## config.mk

```make
export PLATFORM = sky130hd
export DESIGN_NAME = mipsControlUnit
export DESIGN_NICKNAME = d
export VERILOG_FILES = /design/src/verilog/controlPkg.sv /design/src/verilog/instrClassifier.sv /design/src/verilog/cycleSequencer.sv /design/src/verilog/controlSignalGen.sv /design/src/verilog/mipsControlUnit.sv
export SDC_FILE = /design/constraint.sdc
export NUM_CORES = 1
export LEC_CHECK = 0
export ABC_AREA = 1
export BUFFER_PORTS_ARGS = -buffer_cell sky130_fd_sc_hd__buf_2
export CAP_MARGIN = 25
export CORE_UTILIZATION = 45
export DETAILED_ROUTE_END_ITERATION = 7
export PLACE_DENSITY = 0.91
export RECOVER_POWER = 100
export SLEW_MARGIN = 20
export SYNTH_ARGS = -nofsm -noshare
export SYNTH_HDL_FRONTEND = slang
export SYNTH_SLANG_ARGS = --single-unit
export TNS_END_PERCENT = 20
```

## constraint.sdc

```tcl
create_clock -name clk -period 3.55 [get_ports clk]
set_clock_uncertainty 0.05 [all_clocks]
set_input_delay 1.065 -clock clk [delete_from_list [all_inputs] [get_ports clk]]
set_output_delay 1.065 -clock clk [all_outputs]
set_load 0.03 [all_outputs]
```

## src/verilog/controlPkg.sv

```systemverilog
package controlPkg;

  localparam int instrWidth = 32;

  // Primary opcodes handled by the unit
  typedef enum logic [5:0] {
    opRType  = 6'b000000,
    opRegimm = 6'b000001,
    opJ      = 6'b000010,
    opJal    = 6'b000011,
    opBeq    = 6'b000100,
    opBne    = 6'b000101,
    opBlez   = 6'b000110,
    opBgtz   = 6'b000111,
    opAddiu  = 6'b001001,
    opSlti   = 6'b001010,
    opAndi   = 6'b001100,
    opOri    = 6'b001101,
    opXori   = 6'b001110,
    opLui    = 6'b001111,
    opLb     = 6'b100000,
    opLh     = 6'b100001,
    opLw     = 6'b100011,
    opLbu    = 6'b100100,
    opLhu    = 6'b100101,
    opSw     = 6'b101011
  } opcodeT;

  typedef enum logic [5:0] {
    fnJr   = 6'b001000,
    fnJalr = 6'b001001
  } functT;

  // rt field of the REGIMM group
  typedef enum logic [4:0] {
    rtBltz = 5'b00000,
    rtBgez = 5'b00001
  } regimmT;

  typedef enum logic [2:0] {
    fetchS  = 3'b000,
    decodeS = 3'b001,
    exec1S  = 3'b010,
    exec2S  = 3'b011,
    exec3S  = 3'b100,
    haltedS = 3'b101,
    stallS  = 3'b110
  } cpuStateT;

  // Codes understood by the datapath ALU
  typedef enum logic [4:0] {
    aluAnd          = 5'b00000,
    aluOr           = 5'b00001,
    aluAdd          = 5'b00010,
    aluXor          = 5'b00011,
    aluSlt          = 5'b00111,
    aluEq           = 5'b01010,
    aluPassB        = 5'b01011,
    aluSignTest     = 5'b01100,
    aluBranchTarget = 5'b01101,
    aluPassA        = 5'b01110,
    aluFunct        = 5'b01111,
    aluGtz          = 5'b10000,
    aluJumpTarget   = 5'b10001,
    aluLui          = 5'b10100
  } aluOpT;

  typedef enum logic [3:0] {
    clsAluReg, clsJr, clsJalr, clsLoad, clsStore, clsAluImm,
    clsLui, clsBranch, clsJ, clsJal, clsNop
  } instrClassT;

  typedef enum logic [2:0] {brEq, brNe, brGtz, brLez, brLtz, brGez} branchKindT;

  typedef enum logic [1:0] {sizeWord, sizeHalf, sizeByte} accessSizeT;

  typedef enum logic [1:0] {
    extNone     = 2'b00,
    extSignByte = 2'b10,
    extSignHalf = 2'b11
  } memExtT;

endpackage

```

## src/verilog/instrClassifier.sv

```systemverilog
`timescale 1ns/100ps

module instrClassifier (
  input  logic [controlPkg::instrWidth-1:0] instr,
  output controlPkg::instrClassT            instrClass,
  output logic [1:0]                        execCycles,
  output controlPkg::branchKindT            branchKind,
  output controlPkg::aluOpT                 immAluOp,
  output logic                              zeroExtend,
  output controlPkg::accessSizeT            accessSize,
  output logic                              signedLoad
);
  import controlPkg::*;

  opcodeT opcode;
  functT  funct;
  regimmT rtCode;

  assign opcode = opcodeT'(instr[31:26]);
  assign funct  = functT'(instr[5:0]);
  assign rtCode = regimmT'(instr[20:16]);

  always_comb begin
    instrClass = clsNop;
    branchKind = brEq;
    immAluOp   = aluAdd;
    zeroExtend = 1'b0;
    accessSize = sizeWord;
    signedLoad = 1'b0;
    case (opcode)
      opRType: begin
        if (funct == fnJr) begin
          instrClass = clsJr;
        end else if (funct == fnJalr) begin
          instrClass = clsJalr;
        end else begin
          instrClass = clsAluReg;
        end
      end
      // Linking forms of REGIMM fall through as no-ops
      opRegimm: begin
        immAluOp = aluSignTest;
        if (rtCode == rtBltz) begin
          instrClass = clsBranch;
          branchKind = brLtz;
        end else if (rtCode == rtBgez) begin
          instrClass = clsBranch;
          branchKind = brGez;
        end
      end
      opBeq: begin
        instrClass = clsBranch;
        branchKind = brEq;
        immAluOp   = aluEq;
      end
      opBne: begin
        instrClass = clsBranch;
        branchKind = brNe;
        immAluOp   = aluEq;
      end
      opBgtz: begin
        instrClass = clsBranch;
        branchKind = brGtz;
        immAluOp   = aluGtz;
      end
      opBlez: begin
        instrClass = clsBranch;
        branchKind = brLez;
        immAluOp   = aluGtz;
      end
      opJ:     instrClass = clsJ;
      opJal:   instrClass = clsJal;
      opAddiu: instrClass = clsAluImm;
      opSlti: begin
        instrClass = clsAluImm;
        immAluOp   = aluSlt;
      end
      // Logical immediates take a zero-extended operand
      opAndi: begin
        instrClass = clsAluImm;
        immAluOp   = aluAnd;
        zeroExtend = 1'b1;
      end
      opOri: begin
        instrClass = clsAluImm;
        immAluOp   = aluOr;
        zeroExtend = 1'b1;
      end
      opXori: begin
        instrClass = clsAluImm;
        immAluOp   = aluXor;
        zeroExtend = 1'b1;
      end
      opLui: begin
        instrClass = clsLui;
        immAluOp   = aluLui;
      end
      opLw:  instrClass = clsLoad;
      opLh: begin
        instrClass = clsLoad;
        accessSize = sizeHalf;
        signedLoad = 1'b1;
      end
      opLhu: begin
        instrClass = clsLoad;
        accessSize = sizeHalf;
      end
      opLb: begin
        instrClass = clsLoad;
        accessSize = sizeByte;
        signedLoad = 1'b1;
      end
      opLbu: begin
        instrClass = clsLoad;
        accessSize = sizeByte;
      end
      opSw:    instrClass = clsStore;
      default: instrClass = clsNop;
    endcase
  end

  // Execute cycles per class
  always_comb begin
    case (instrClass)
      clsLoad: execCycles = 2'd3;
      clsAluReg, clsJalr, clsStore, clsAluImm, clsLui, clsJal: execCycles = 2'd2;
      default: execCycles = 2'd1;
    endcase
  end

endmodule

```

## src/verilog/cycleSequencer.sv

```systemverilog
`timescale 1ns/100ps

module cycleSequencer (
  input  logic                   clk,
  input  logic                   rstN,
  input  logic                   run,
  input  logic                   pcIsZero,
  input  logic                   waitRequest,
  input  logic                   outLsb,
  input  logic                   lessThan,
  input  controlPkg::instrClassT instrClass,
  input  logic [1:0]             execCycles,
  input  controlPkg::branchKindT branchKind,
  output controlPkg::cpuStateT   cpuState,
  output logic                   branchDelay
);
  import controlPkg::*;

  cpuStateT nextState;
  logic     branchTaken;
  logic     redirect;
  logic     leavingExec;

  // Condition from the ALU flags of the compare cycle
  always_comb begin
    case (branchKind)
      brEq:    branchTaken = outLsb;
      brNe:    branchTaken = ~outLsb;
      brGtz:   branchTaken = ~outLsb;
      brLez:   branchTaken = outLsb;
      brLtz:   branchTaken = lessThan;
      brGez:   branchTaken = ~lessThan;
      default: branchTaken = 1'b0;
    endcase
  end

  assign redirect = (instrClass inside {clsJ, clsJal, clsJr, clsJalr}) ||
                    (instrClass == clsBranch && branchTaken);

  always_comb begin
    nextState = cpuState;
    if (cpuState != haltedS && pcIsZero) begin
      nextState = haltedS;
    end else begin
      case (cpuState)
        fetchS, stallS: nextState = waitRequest ? stallS : decodeS;
        decodeS:        nextState = exec1S;
        exec1S:         nextState = (execCycles > 2'd1) ? exec2S : fetchS;
        exec2S: begin
          if (waitRequest) begin
            nextState = exec2S;
          end else begin
            nextState = (execCycles == 2'd3) ? exec3S : fetchS;
          end
        end
        exec3S:         nextState = fetchS;
        haltedS:        nextState = run ? fetchS : haltedS;
        default:        nextState = haltedS;
      endcase
    end
  end

  // Last execute cycle handing back to fetch
  assign leavingExec = (nextState == fetchS) && (cpuState inside {exec1S, exec2S, exec3S});

  always_ff @(posedge clk or negedge rstN) begin
    if (!rstN) begin
      cpuState    <= haltedS;
      branchDelay <= 1'b0;
    end else begin
      cpuState <= nextState;
      if (cpuState == haltedS && run) begin
        branchDelay <= 1'b0;
      end else if (leavingExec) begin
        branchDelay <= redirect;
      end
    end
  end

endmodule

```

## src/verilog/controlSignalGen.sv

```systemverilog
`timescale 1ns/100ps

module controlSignalGen (
  input  controlPkg::cpuStateT   cpuState,
  input  logic                   branchDelay,
  input  controlPkg::instrClassT instrClass,
  input  controlPkg::aluOpT      immAluOp,
  input  logic                   zeroExtend,
  input  controlPkg::accessSizeT accessSize,
  input  logic                   signedLoad,
  output logic                   extSel,
  output logic                   irSel,
  output logic                   iorD,
  output logic                   aluSrcA,
  output logic [1:0]             aluSrcB,
  output controlPkg::aluOpT      aluControl,
  output logic                   aluSel,
  output logic                   irWrite,
  output logic                   pcWrite,
  output logic                   regWrite,
  output logic                   memToReg,
  output logic                   pcSrc,
  output logic                   regDst,
  output logic                   memWrite,
  output logic                   memRead,
  output logic                   isJump,
  output logic                   link,
  output logic [3:0]             byteEnable,
  output controlPkg::memExtT     extendedMem,
  output logic                   active
);
  import controlPkg::*;

  logic [3:0] sizeMask;
  memExtT     loadExt;

  always_comb begin
    case (accessSize)
      sizeHalf: sizeMask = 4'b0011;
      sizeByte: sizeMask = 4'b0001;
      default:  sizeMask = 4'b1111;
    endcase
  end

  // Only signed sub-word loads need the extender
  always_comb begin
    loadExt = extNone;
    if (signedLoad && accessSize == sizeHalf) begin
      loadExt = extSignHalf;
    end else if (signedLoad && accessSize == sizeByte) begin
      loadExt = extSignByte;
    end
  end

  assign active = (cpuState != haltedS);

  always_comb begin
    extSel      = 1'b0;
    irSel       = 1'b1;
    iorD        = 1'b0;
    aluSrcA     = 1'b0;
    aluSrcB     = 2'b00;
    aluControl  = aluAdd;
    aluSel      = 1'b0;
    irWrite     = 1'b0;
    pcWrite     = 1'b0;
    regWrite    = 1'b0;
    memToReg    = 1'b0;
    pcSrc       = 1'b0;
    regDst      = 1'b0;
    memWrite    = 1'b0;
    memRead     = 1'b0;
    isJump      = 1'b0;
    link        = 1'b0;
    byteEnable  = 4'b1111;
    extendedMem = extNone;
    case (cpuState)
      fetchS: begin
        memRead = 1'b1;
        pcWrite = 1'b1;
        pcSrc   = branchDelay;
        // PC + 4 unless a redirect is pending
        if (!branchDelay) begin
          aluSrcB = 2'b01;
        end
      end
      stallS: memRead = 1'b1;
      decodeS: begin
        irWrite = 1'b1;
        irSel   = 1'b0;
        aluSrcB = 2'b11;
        if (instrClass inside {clsJ, clsJal}) begin
          extSel     = 1'b1;
          aluControl = aluPassB;
        end else begin
          aluControl = aluBranchTarget;
        end
      end
      exec1S: begin
        case (instrClass)
          clsAluReg: begin
            aluSrcA    = 1'b1;
            aluControl = aluFunct;
          end
          clsJr: begin
            aluSrcA    = 1'b1;
            aluControl = aluPassA;
          end
          // Return address written first
          clsJalr: begin
            aluSrcB  = 2'b01;
            regDst   = 1'b1;
            memToReg = 1'b1;
            regWrite = 1'b1;
          end
          clsLoad, clsStore, clsAluImm, clsLui: begin
            aluSrcA    = 1'b1;
            aluSrcB    = 2'b10;
            aluControl = immAluOp;
            extSel     = zeroExtend;
          end
          clsBranch: begin
            aluSrcA    = 1'b1;
            aluControl = immAluOp;
            aluSel     = 1'b1;
          end
          clsJ: begin
            isJump     = 1'b1;
            extSel     = 1'b1;
            aluSrcB    = 2'b11;
            aluControl = aluJumpTarget;
          end
          clsJal: begin
            aluSrcB  = 2'b01;
            memToReg = 1'b1;
            regWrite = 1'b1;
            link     = 1'b1;
          end
          default: ;
        endcase
      end
      exec2S: begin
        case (instrClass)
          clsAluReg: begin
            aluSel   = 1'b1;
            regDst   = 1'b1;
            memToReg = 1'b1;
            regWrite = 1'b1;
          end
          clsJalr: begin
            aluSrcA    = 1'b1;
            aluControl = aluPassA;
          end
          clsLoad: begin
            iorD        = 1'b1;
            aluSel      = 1'b1;
            memRead     = 1'b1;
            byteEnable  = sizeMask;
            extendedMem = loadExt;
          end
          clsStore: begin
            iorD       = 1'b1;
            aluSel     = 1'b1;
            memWrite   = 1'b1;
            byteEnable = sizeMask;
          end
          clsAluImm, clsLui: begin
            aluSel   = 1'b1;
            memToReg = 1'b1;
            regWrite = 1'b1;
          end
          clsJal: begin
            isJump     = 1'b1;
            extSel     = 1'b1;
            aluSrcB    = 2'b11;
            aluControl = aluJumpTarget;
          end
          default: ;
        endcase
      end
      exec3S: begin
        // Load writeback from the memory data register
        if (instrClass == clsLoad) begin
          regWrite    = 1'b1;
          extendedMem = loadExt;
        end
      end
      default: ;
    endcase
  end

endmodule

```

## src/verilog/mipsControlUnit.sv

```systemverilog
`timescale 1ns/100ps

module mipsControlUnit (
  input  logic                              clk,
  input  logic                              rstN,
  input  logic [controlPkg::instrWidth-1:0] instr,
  input  logic                              run,
  input  logic                              pcIsZero,
  input  logic                              waitRequest,
  input  logic                              outLsb,
  input  logic                              lessThan,
  output logic                              extSel,
  output logic                              irSel,
  output logic                              iorD,
  output logic                              aluSrcA,
  output logic [1:0]                        aluSrcB,
  output controlPkg::aluOpT                 aluControl,
  output logic                              aluSel,
  output logic                              irWrite,
  output logic                              pcWrite,
  output logic                              regWrite,
  output logic                              memToReg,
  output logic                              pcSrc,
  output logic                              regDst,
  output logic                              memWrite,
  output logic                              memRead,
  output logic                              isJump,
  output logic                              link,
  output logic [3:0]                        byteEnable,
  output controlPkg::memExtT                extendedMem,
  output logic                              active,
  output controlPkg::cpuStateT              cpuState,
  output logic                              branchDelay
);
  import controlPkg::*;

  instrClassT instrClass;
  logic [1:0] execCycles;
  branchKindT branchKind;
  aluOpT      immAluOp;
  logic       zeroExtend;
  accessSizeT accessSize;
  logic       signedLoad;

  instrClassifier i_classifier (
    .instr      (instr),
    .instrClass (instrClass),
    .execCycles (execCycles),
    .branchKind (branchKind),
    .immAluOp   (immAluOp),
    .zeroExtend (zeroExtend),
    .accessSize (accessSize),
    .signedLoad (signedLoad)
  );

  cycleSequencer i_sequencer (
    .clk         (clk),
    .rstN        (rstN),
    .run         (run),
    .pcIsZero    (pcIsZero),
    .waitRequest (waitRequest),
    .outLsb      (outLsb),
    .lessThan    (lessThan),
    .instrClass  (instrClass),
    .execCycles  (execCycles),
    .branchKind  (branchKind),
    .cpuState    (cpuState),
    .branchDelay (branchDelay)
  );

  controlSignalGen i_signalGen (
    .cpuState    (cpuState),
    .branchDelay (branchDelay),
    .instrClass  (instrClass),
    .immAluOp    (immAluOp),
    .zeroExtend  (zeroExtend),
    .accessSize  (accessSize),
    .signedLoad  (signedLoad),
    .extSel      (extSel),
    .irSel       (irSel),
    .iorD        (iorD),
    .aluSrcA     (aluSrcA),
    .aluSrcB     (aluSrcB),
    .aluControl  (aluControl),
    .aluSel      (aluSel),
    .irWrite     (irWrite),
    .pcWrite     (pcWrite),
    .regWrite    (regWrite),
    .memToReg    (memToReg),
    .pcSrc       (pcSrc),
    .regDst      (regDst),
    .memWrite    (memWrite),
    .memRead     (memRead),
    .isJump      (isJump),
    .link        (link),
    .byteEnable  (byteEnable),
    .extendedMem (extendedMem),
    .active      (active)
  );

endmodule

```

==> results of run 1 <==
metrics by stage:
stage / utilization (%) / cell area (µm²) / instances / hold WS, ns / TNS, ns
after global placement: 73.86 / 2054 / 377 / 0.4571 / -3.619
after CTS: 85.96 / 2391 / 390 / 0.4712 / -1.987
after detailed placement: 73.86 / 2054 / 377 / 0.4628 / -4.284
after floorplan: - / 1358 / 240 / 0.6347 / -0.4501
logic make-up after synthesis:
kind of cell,Yosys count,share of synthesized area [%]
buffers and inverters,49,14.29
xor gates and xnor gates,2,1.307
other,1,0.2798
and+or+nand+nor,149,59.01
DFF,4,7.657
AOI/OAI and AO/OA,31,13.73
adders and majority gates,4,3.735
what timing repair did:
item	4_1_cts
buffers inserted	10
endpoints found under the setup margin	15
gates resized for setup	70
pin swaps	19
hold buffers	0
cloned	0
Yosys cell counts (2+ instances only):
cell type	number
inv_2	15
nand3_2	9
nor3_2	5
a21oi_2	2
nor2_4	4
nand3_1	11
nor3_1	8
o2111ai_1	2
nor2_2	7
nor2_1	32
o21ai_1	3
dfstp_2	2
a21oi_1	10
nand2_1	55
inv_1	32
o21ai_0	9
ha_1	4
nand4_1	3
buf_4	2
dfrtp_1	2
nand2_2	10
==> results.txt, run 1 <==
I/O Pins - 72
Max clock buf depth - 2
Placer congestion estimate - 0.9151
EDFF count, synth - 0
# rows - 19
Post-synth ARST share - 100.0%
Status - aborted with a tool error
Synth area leaders - nand2_1 15%, inv_1 9.0%, nor2_1 9.0%
Post-synthesis net count - 283
Die Width - 56.57 µm
H-tree depth - 1
Sequential fraction of the synthesis area - 7.656%
Worst endpoint pin kind - output port
CTS root buf - clkbuf_4
Ys flop type - dfstp_2
Tool error - [ERROR DPL-0038] Utilization greater than 100%, impossible to legalize
Post-Place Setup Slack - -0.3837 ns
Area share of the largest cell type after synthesis - 15.41%
Worst Endpoint after GRT Repair - aluControl[2]
Yosys top cell by area - nand2_1
Synth Cell Area - 0.001340 mm²
Starting Density - 48.18%
Syn. warnings - 0
I/O Buffers - 55
Dpl hpwl - 3834 µm
# clock sinks - 4
Post-Synthesis Cells - 240
Failed at - global routing (5_1_grt)
Largest net degree at the start of global routing - 11
Count of cell types in the netlist - 34
#FFs+latches synth - 4
Avg Cell Area, Syn - 5.583 µm²
Die Ht - 56.57 µm
TritonCTS buffer count - 3
==> run 2, diff against run 1 <==
- CORE_UTILIZATION: 45 -> 30
- PLACE_DENSITY: 0.91 -> not set
- PLACE_DENSITY_LB_ADDON: not set -> 0.15
==> run 2 against run 1 <==
  * The flow now finishes, with violations (setup timing)
  * Area after synthesis did not move
  * Synthesized cell count unchanged
==> results.txt, run 2 <==
Status - complete, but fails checks
Failing checks - setup timing
I/O Pins - 72
Clock slew seen by the registers of the worst setup and hold paths - 0.03 ns
Most frequent cells in the layout - 75 x buf_4, 41 x nand2_1, 28 x inv_1, 26 x buf_2, 22 x buf_6
Worst EP required - 2.43 ns
First-pass GRT wire length - 7638 µm
Worst skew pair latency - 0.22 ns
PD cells - 315.2 mW/mm²
Post-Synthesis Cells - 240
Post-synth ARST share - 100.0%
Area growth syn-to-layout - 113.4%
Final hold viol count - 0
Post-layout min period - 3.837 ns
RSZ-0062 raised after global routing - true
Crit start category - primary input
DR WL/cell - 13.04 µm
Ys flop type - dfstp_2
HP Class - flop to flop
Synth area leaders - nand2_1 15%, inv_1 9.0%, nor2_1 9.0%
Total power - 901.4 µW
Final Util - 69.02%
Post-synthesis net count - 283
H-tree depth - 1
Count of cell types in the netlist - 34
Top flop regs - i_sequencer.cpuState: 3 flops, i_sequencer.branchDelay: 1 flops
Synth Cell Area - 0.001340 mm²
I/O Buffers - 55
Die Width - 68.84 µm
Flop2flop setup slack - 1.34 ns
Top reg by flops - i_sequencer.cpuState
Final WL - 5555 µm
Reg area - 102.6 µm²
DRC viols - 0
Antenna Nets Post-Route - 0
Layout cell share with drive strength beyond 1 - 63.56%
CTS Hold Buffers Added - 0
Fillers - 342
#FFs+latches synth - 4
Placer congestion estimate - 0.8628
Sequential fraction of the synthesis area - 7.656%
# rows - 23
Setup Crit Path Kind - primary input to primary output
Finish-stage setup viols - 18
Starting DRT DRC Count - 49
Starting Density - 32.34%
Antenna Cells - 0
VDD IR max - 146.2 µV
Leakage Power - 1.494 nW
Dpl hpwl - 3734 µm
# clock sinks - 4
Critical Path AT - 2.72 ns
Die Ht - 68.84 µm
Setup ws final - -0.2866 ns
Post-DR vias/cell - 4.779
Gr usage total - 21.04%
Core area - 0.004144 mm²
Die area - 0.004738 mm²
Max reg flops - 3
TritonCTS buffer count - 3
Syn. warnings - 0
CTS tree - built
Final period util - 108.1%
Max-cap violations - 0
CTS root buf - clkbuf_8
Worst setup EP type - primary output
Area share of the largest cell type after synthesis - 15.41%
Multi-input gate area - 0.001393 mm²
Vias - 2036
Commonest non-fill, non-tap cell in the layout - buf_4
Number of global-route vias before repair - 1761
Max Slew Vio Count - 0
Initial antenna violation count - 0
Count leader, synth - nand2_1
TritonRoute pass-1 iters - 4
Congestion Overflow GR - 0
EDFF count, synth - 0
Avg Cell Area, Syn - 5.583 µm²
Critical Path Fanout Max - 4
Yosys top cell by area - nand2_1
Largest net degree at the start of global routing - 11
Post-Place Setup Slack - -0.3710 ns
Max clock buf depth - 2
Post-layout net count - 420
Synth top cells by count - 55 x nand2_1, 32 x inv_1, 32 x nor2_1
Fmax - 260.7 MHz
run 2: layer usage:
layer,routed length [µm],track usage (%),up-vias
li1,-,-,1040
met5,0,0,-
met2,2747,37.38,63
met3,220,1.645,16
met1,2425,27.69,917
met4,160,4.082,0
run 2: final timing paths:
kind | startpoint | endpoint | cells after the start
setup reg to reg | i_sequencer.cpuState[0]$_DFF_PN1_ | i_sequencer.branchDelay$_DFFE_PN0P_ | 11
max in group asynchronous | rstN | i_sequencer.cpuState[0]$_DFF_PN1_ | 1
min in group asynchronous | rstN | i_sequencer.branchDelay$_DFFE_PN0P_ | 1
hold / removal | i_sequencer.branchDelay$_DFFE_PN0P_ | i_sequencer.branchDelay$_DFFE_PN0P_ | 2
setup / recovery | instr[27] | aluControl[4] | 17
hold reg to reg | i_sequencer.branchDelay$_DFFE_PN0P_ | i_sequencer.branchDelay$_DFFE_PN0P_ | 2
run 2: power by group:
group | internal [mW] | switching [mW]
registers | 0.0711 | 0.0368
logic | 0.249 | 0.444
clock network | 0.0767 | 0.0238
run 2: stage by stage:
step                cell area (µm²)  std cells  setup TNS [ns]  hold slack (ns)
floorplan                      1358        240         -0.4501           0.6347
global placement               2108        400          -4.065           0.4759
detailed placement             2108        400          -4.274           0.4814
CTS                            2476        415          -2.790           0.4874
global route                   2860        426          -5.147           0.5112
finish                         2860        426          -3.470           0.4923
run 2: kinds of logic after synthesis:
kind of cell,synth area share [%]
AND/OR/NAND/NOR,59.01
buffers and inverters,14.29
AO/OA/AOI/OAI,13.73
adder cells (fa/ha/maj),3.735
flip-flops,7.657
XOR/XNOR,1.307
other,0.2798
run 2: critical path, cell delays in order:
cell	delay (ns)
buf_12	0.11
buf_6	0.12
inv_2	0.08
nand2_4	0.07
nand2_4	0.08
nand2_4	0.07
nand2_4	0.09
nor2_4	0.04
nand2_1	0.09
nand3_4	0.11
nor2_4	0.16
nand2_4	0.08
inv_2	0.07
a21oi_2	0.05
buf_4	0.14
a21oi_2	0.13
buf_6	0.14
run 2: cell type report:
type | instances | area share (%)
timing repair buffer | 134 | 37.40
sequential | 4 | 3.587
multi-input combinational | 187 | 48.69
tap | 50 | 2.187
inverter | 47 | 6.562
clock buffer | 4 | 1.575
run 2: timing repair:
action	CTS	global route
pin swaps	24	40
setup endpoints to repair	17	21
resized for setup	73	65
buffers inserted	11	12
(Power assumes the default switching activity.)
==> run 3, diff against run 2 <==
- clock period: 3.55 -> 3.3 ns (I/O delays scaled with it)
==> run 3 against run 2 <==
  * The flow still finishes with violations (setup timing)
  * First-iteration DRC count rose by 6.1%
  * Total power increased by 7.3%
  * Global-route usage fell by 0.076 points
==> results.txt, run 3 (same netlist as run 2, synthesis figures left out) <==
Status - complete, but fails checks
Failing checks - setup timing
Final hold viol count - 0
CTS tree - built
First-pass GRT wire length - 7534 µm
Initial antenna violation count - 0
# rows - 23
DR WL/cell - 11.85 µm
Placer congestion estimate - 0.8119
Max clock buf depth - 2
Largest net degree at the start of global routing - 11
Commonest non-fill, non-tap cell in the layout - buf_4
Final Util - 64.58%
Leakage Power - 1.389 nW
Starting DRT DRC Count - 52
Clock slew seen by the registers of the worst setup and hold paths - 0.03 ns
HP Class - flop to flop
Critical Path Fanout Max - 6
Fmax - 275.3 MHz
CTS root buf - clkbuf_8
Worst setup EP type - primary output
Layout cell share with drive strength beyond 1 - 63.66%
Post-DR vias/cell - 4.748
Top reg by flops - i_sequencer.cpuState
H-tree depth - 1
Finish-stage setup viols - 15
# clock sinks - 4
Post-layout min period - 3.632 ns
Die Ht - 68.84 µm
Dpl hpwl - 3783 µm
Setup Crit Path Kind - primary input to primary output
Worst EP required - 2.26 ns
Gr usage total - 20.97%
Vias - 1975
Max-cap violations - 0
I/O Pins - 72
DRC viols - 0
Top flop regs - i_sequencer.cpuState: 3 flops, i_sequencer.branchDelay: 1 flops
PD cells - 361.5 mW/mm²
Max Slew Vio Count - 0
Worst skew pair latency - 0.21 ns
Final WL - 4928 µm
Final period util - 110.1%
VDD IR max - 231.8 µV
Die area - 0.004738 mm²
Total power - 967.6 µW
RSZ-0062 raised after global routing - true
Congestion Overflow GR - 0
Area growth syn-to-layout - 99.72%
Setup ws final - -0.3319 ns
Antenna Cells - 0
Antenna Nets Post-Route - 0
Die Width - 68.84 µm
Critical Path AT - 2.59 ns
TritonCTS buffer count - 3
Worst-case reg-to-reg path depth - 11
Most frequent cells in the layout - 70 x buf_4, 39 x nand2_1, 31 x buf_2, 27 x inv_1, 21 x nand2_2
I/O Buffers - 55
CTS Hold Buffers Added - 0
TritonRoute pass-1 iters - 4
Max reg flops - 3
Number of global-route vias before repair - 1775
WHS Path Cells - 2
Crit start category - primary input
Post-layout net count - 411
Starting Density - 32.34%
Core area - 0.004144 mm²
==> run 3: cell types whose count changed in the layout (fill, tap and decap cells not counted), moves of 5 or more <==
cell	delta
buf_6	-6
nand2_4	-5
buf_2	+5
nand3_2	+5
buf_4	-5
a21oi_2	-6
nand2_2	+7
==> run 3: final cells by class <==
cell class,instances,area (µm²)
Sequential cell,4,102.6
Fill cell,387,1468
Tap cell,50,62.56
Timing Repair Buffer,125,929.6
Inverter,47,183.9
Multi-Input combinational cell,187,1356
Clock buffer,3,41.29
==> run 3: path summary, 6_finish.rpt <==
kind,from,to,slack [ns]
min in group asynchronous,rstN,i_sequencer.branchDelay$_DFFE_PN0P_,0.55
worst max register to register,i_sequencer.cpuState[2]$_DFF_PN1_,i_sequencer.branchDelay$_DFFE_PN0P_,1.19
worst max-delay path,instr[30],aluControl[0],-0.33
worst min-delay path,i_sequencer.branchDelay$_DFFE_PN0P_,i_sequencer.branchDelay$_DFFE_PN0P_,0.48
max in group asynchronous,rstN,i_sequencer.cpuState[0]$_DFF_PN1_,2.40
worst min register to register,i_sequencer.branchDelay$_DFFE_PN0P_,i_sequencer.branchDelay$_DFFE_PN0P_,0.48
==> run 3: metrics by stage <==
stage               setup TNS, ns  std cells  instance area, µm²  hold slack [ns]  setup WS [ns]
floorplan                 -0.7753        240                1391           0.6347        -0.1375
global placement           -5.428        398                2127           0.4635        -0.4837
detailed placement         -5.482        398                2127           0.4755        -0.4871
CTS                        -3.922        410                2449           0.4821        -0.3713
global route               -5.155        416                2676           0.5378        -0.4203
finish                     -3.696        416                2676           0.4768        -0.3319
==> run 3: timing repair <==
item                                    in CTS  in global routing
buffers inserted                             9                  6
pin swaps                                   19                 25
gates resized for setup                     63                 50
endpoints found under the setup margin      16                 17
==> run 3: report_power, final <==
part           switching, mW  internal [mW]  total [mW]
registers             0.0396         0.0766       0.116
logic                  0.485          0.267       0.752
clock network         0.0220         0.0775      0.0994
==> run 3: critical path, cell delays in order <==
cell	delay [ns]
buf_6	0.09
nor2_4	0.04
buf_12	0.13
nand2_4	0.09
inv_6	0.05
nand2_2	0.07
nand3_2	0.08
nor2_4	0.14
nand2_2	0.09
nor2_4	0.15
buf_4	0.13
nand2_2	0.05
o2111ai_1	0.08
nand2_1	0.11
a21oi_4	0.14
buf_6	0.14
==> run 3: metal layers <==
| layer | part of all wire (%) | routed length (µm) | track usage [%] | vias to the layer above |
|---|---|---|---|---|
| met1 | 46 | 2274 | 28.45 | 907 |
| met4 | 0.41 | 20 | 2.806 | 0 |
| met2 | 50 | 2467 | 36.64 | 40 |
| li1 | - | - | - | 1024 |
| met3 | 3.4 | 166 | 1.809 | 4 |
| met5 | 0 | 0 | 0 | - |
==> run 4, diff against run 3 <==
- clock period: 3.3 -> 3.21 ns (I/O delays scaled with it)
==> run 4 against run 3 <==
  * The run still ends with setup timing left
  * Register-to-register slack got worse by 0.21 ns
  * Non-clock buffer count rose by 1
  * Highest routed layer unchanged
  * First-iteration DRC count rose by 100%
  * Routed wire length fell by 4.9%
  * Worst hold slack got worse by 0.0037 ns
==> results.txt, run 4 (same netlist as run 2, synthesis figures left out) <==
Reg area - 102.6 µm²
Final hold viol count - 0
Most frequent cells in the layout - 79 x buf_4, 46 x nand2_1, 29 x inv_1, 26 x buf_2, 21 x nor2_1
PD cells - 375.7 mW/mm²
Final Util - 61.93%
Largest net degree at the start of global routing - 10
Layout cell share with drive strength beyond 1 - 58.58%
Finish-stage setup viols - 18
I/O Buffers - 55
TritonRoute pass-1 iters - 5
Design area - 0.002566 mm²
DR WL/cell - 11.24 µm
Post-layout net count - 412
Max Slew Vio Count - 0
Critical Path End - extSel
Placer congestion estimate - 0.8371
Max-cap violations - 0
Gr usage total - 20.27%
Failing checks - setup timing
Setup_tns - -5.152 ns
Setup Crit Path Kind - primary input to primary output
Starting Density - 32.34%
Top flop regs - i_sequencer.cpuState: 3 flops, i_sequencer.branchDelay: 1 flops
Max reg flops - 3
Crit-path max cell delay - 0.25 ns
# clock sinks - 4
Reg-to-Reg Start - i_sequencer.cpuState[0]$_DFF_PN1_
I/O Pins - 72
Antenna Nets Post-Route - 0
Vias - 1955
Final Hold Slack - 0.4731 ns
Dpl hpwl - 3726 µm
Crit path from - instr[30]
Number of global-route vias before repair - 1734
Post-layout min period - 3.635 ns
Congestion Overflow GR - 0
Top reg by flops - i_sequencer.cpuState
Worst skew pair latency - 0.21 ns
Total power - 964.2 µW
Starting DRT DRC Count - 106
CTS root buf - clkbuf_8
Multi-input gate area - 0.001267 mm²
H-tree depth - 1
Die area - 0.004738 mm²
Final WL - 4685 µm
DRC viols - 0
Crit-path slowest cell - nor2_4
Die Ht - 68.84 µm
Post-DR vias/cell - 4.688
# rows - 23
Initial antenna violation count - 0
Critical Path AT - 2.62 ns
Die Width - 68.84 µm
CTS tree - built
Setup ws final - -0.4250 ns
Fmax - 275.1 MHz
Area growth syn-to-layout - 91.50%
Antenna Cells - 0
First-pass GRT wire length - 7300 µm
Flop2flop setup slack - 0.98 ns
Leakage Power - 1.356 nW
Final period util - 113.2%
TritonCTS buffer count - 3
Crit start category - primary input
Post-Place Cell Area - 0.002135 mm²
VDD IR max - 356.9 µV
Worst-case reg-to-reg path depth - 11
RSZ-0062 raised after global routing - true
Fillers - 412
Worst setup EP type - primary output
Clock slew seen by the registers of the worst setup and hold paths - 0.03 ns
Status - complete, but fails checks
Capture point of the worst reg-to-reg path - i_sequencer.branchDelay$_DFFE_PN0P_
Core area - 0.004144 mm²
Worst EP required - 2.20 ns
Max clock buf depth - 2
HP Class - flop to flop
Critical Path Fanout Max - 6
Commonest non-fill, non-tap cell in the layout - buf_4
Cells along the critical path - buf_8, nor2_4, nand2_2, inv_4, nand2_4, nor2_4, nor2_2, nand2_2, nor2_4, nand2_2, inv_2, a21oi_4, o311ai_2, nand2_1, inv_2, buf_6
-- run 4: area by class of cell --
class	instances	area share [%]
inverters	47	7.070
multi-input cells	187	49.39
flip-flops and latches	4	3.998
clock buffers	3	1.609
well taps	50	2.438
repair buffers	126	35.49
-- run 4: power by group --
| group | switching [mW] | total (mW) | internal, mW |
|---|---|---|---|
| sequential | 0.0384 | 0.115 | 0.0767 |
| combinational | 0.484 | 0.746 | 0.261 |
| clock | 0.0238 | 0.103 | 0.0797 |
-- run 4: worst min-delay path by stage --
stage                                               end  depth (start not counted)                           startpoint
finish              i_sequencer.branchDelay$_DFFE_PN0P_                          2  i_sequencer.branchDelay$_DFFE_PN0P_
CTS                 i_sequencer.branchDelay$_DFFE_PN0P_                          2  i_sequencer.branchDelay$_DFFE_PN0P_
global placement    i_sequencer.branchDelay$_DFFE_PN0P_                          2  i_sequencer.branchDelay$_DFFE_PN0P_
detailed placement  i_sequencer.branchDelay$_DFFE_PN0P_                          2  i_sequencer.branchDelay$_DFFE_PN0P_
global route          i_sequencer.cpuState[1]$_DFF_PN0_                          1                                 rstN
floorplan           i_sequencer.branchDelay$_DFFE_PN0P_                          0                                 rstN
-- run 4: metrics by stage --
step	worst slack, ns	instances
3_3_place_gp	-0.5001	399
4_1_cts	-0.3997	408
3_5_place_dp	-0.4865	399
6_report	-0.4250	417
5_1_grt	-0.5693	417
2_1_floorplan	-0.1735	240
-- run 4: worst max-delay path, delay by kind of cell --
| family | cells | cell delay, ns |
|---|---|---|
| AO/OA/AOI/OAI | 2 | 0.30 |
| AND/OR/NAND/NOR | 9 | 0.93 |
| buffers and inverters | 5 | 0.41 |
-- run 4: what timing repair did --
| item | CTS | global route |
|---|---|---|
| buffers inserted | 6 | 9 |
| hold buffers | 0 | 0 |
| endpoints found under the setup margin | 18 | 19 |
| gates resized for setup | 59 | 26 |
| pin swaps | 16 | 19 |
-- run 4: routing by layer --
| metal | up-vias | part of all wire (%) | wire (µm) | GRT usage, % |
|---|---|---|---|---|
| li1 | 1027 | - | - | - |
| met1 | 884 | 46 | 2155 | 26.93 |
| met2 | 42 | 49 | 2295 | 36.76 |
| met3 | 2 | 4.2 | 196 | 2.303 |
| met4 | 0 | 0.81 | 38 | 0.5102 |
| met5 | - | 0 | 0 | 0 |
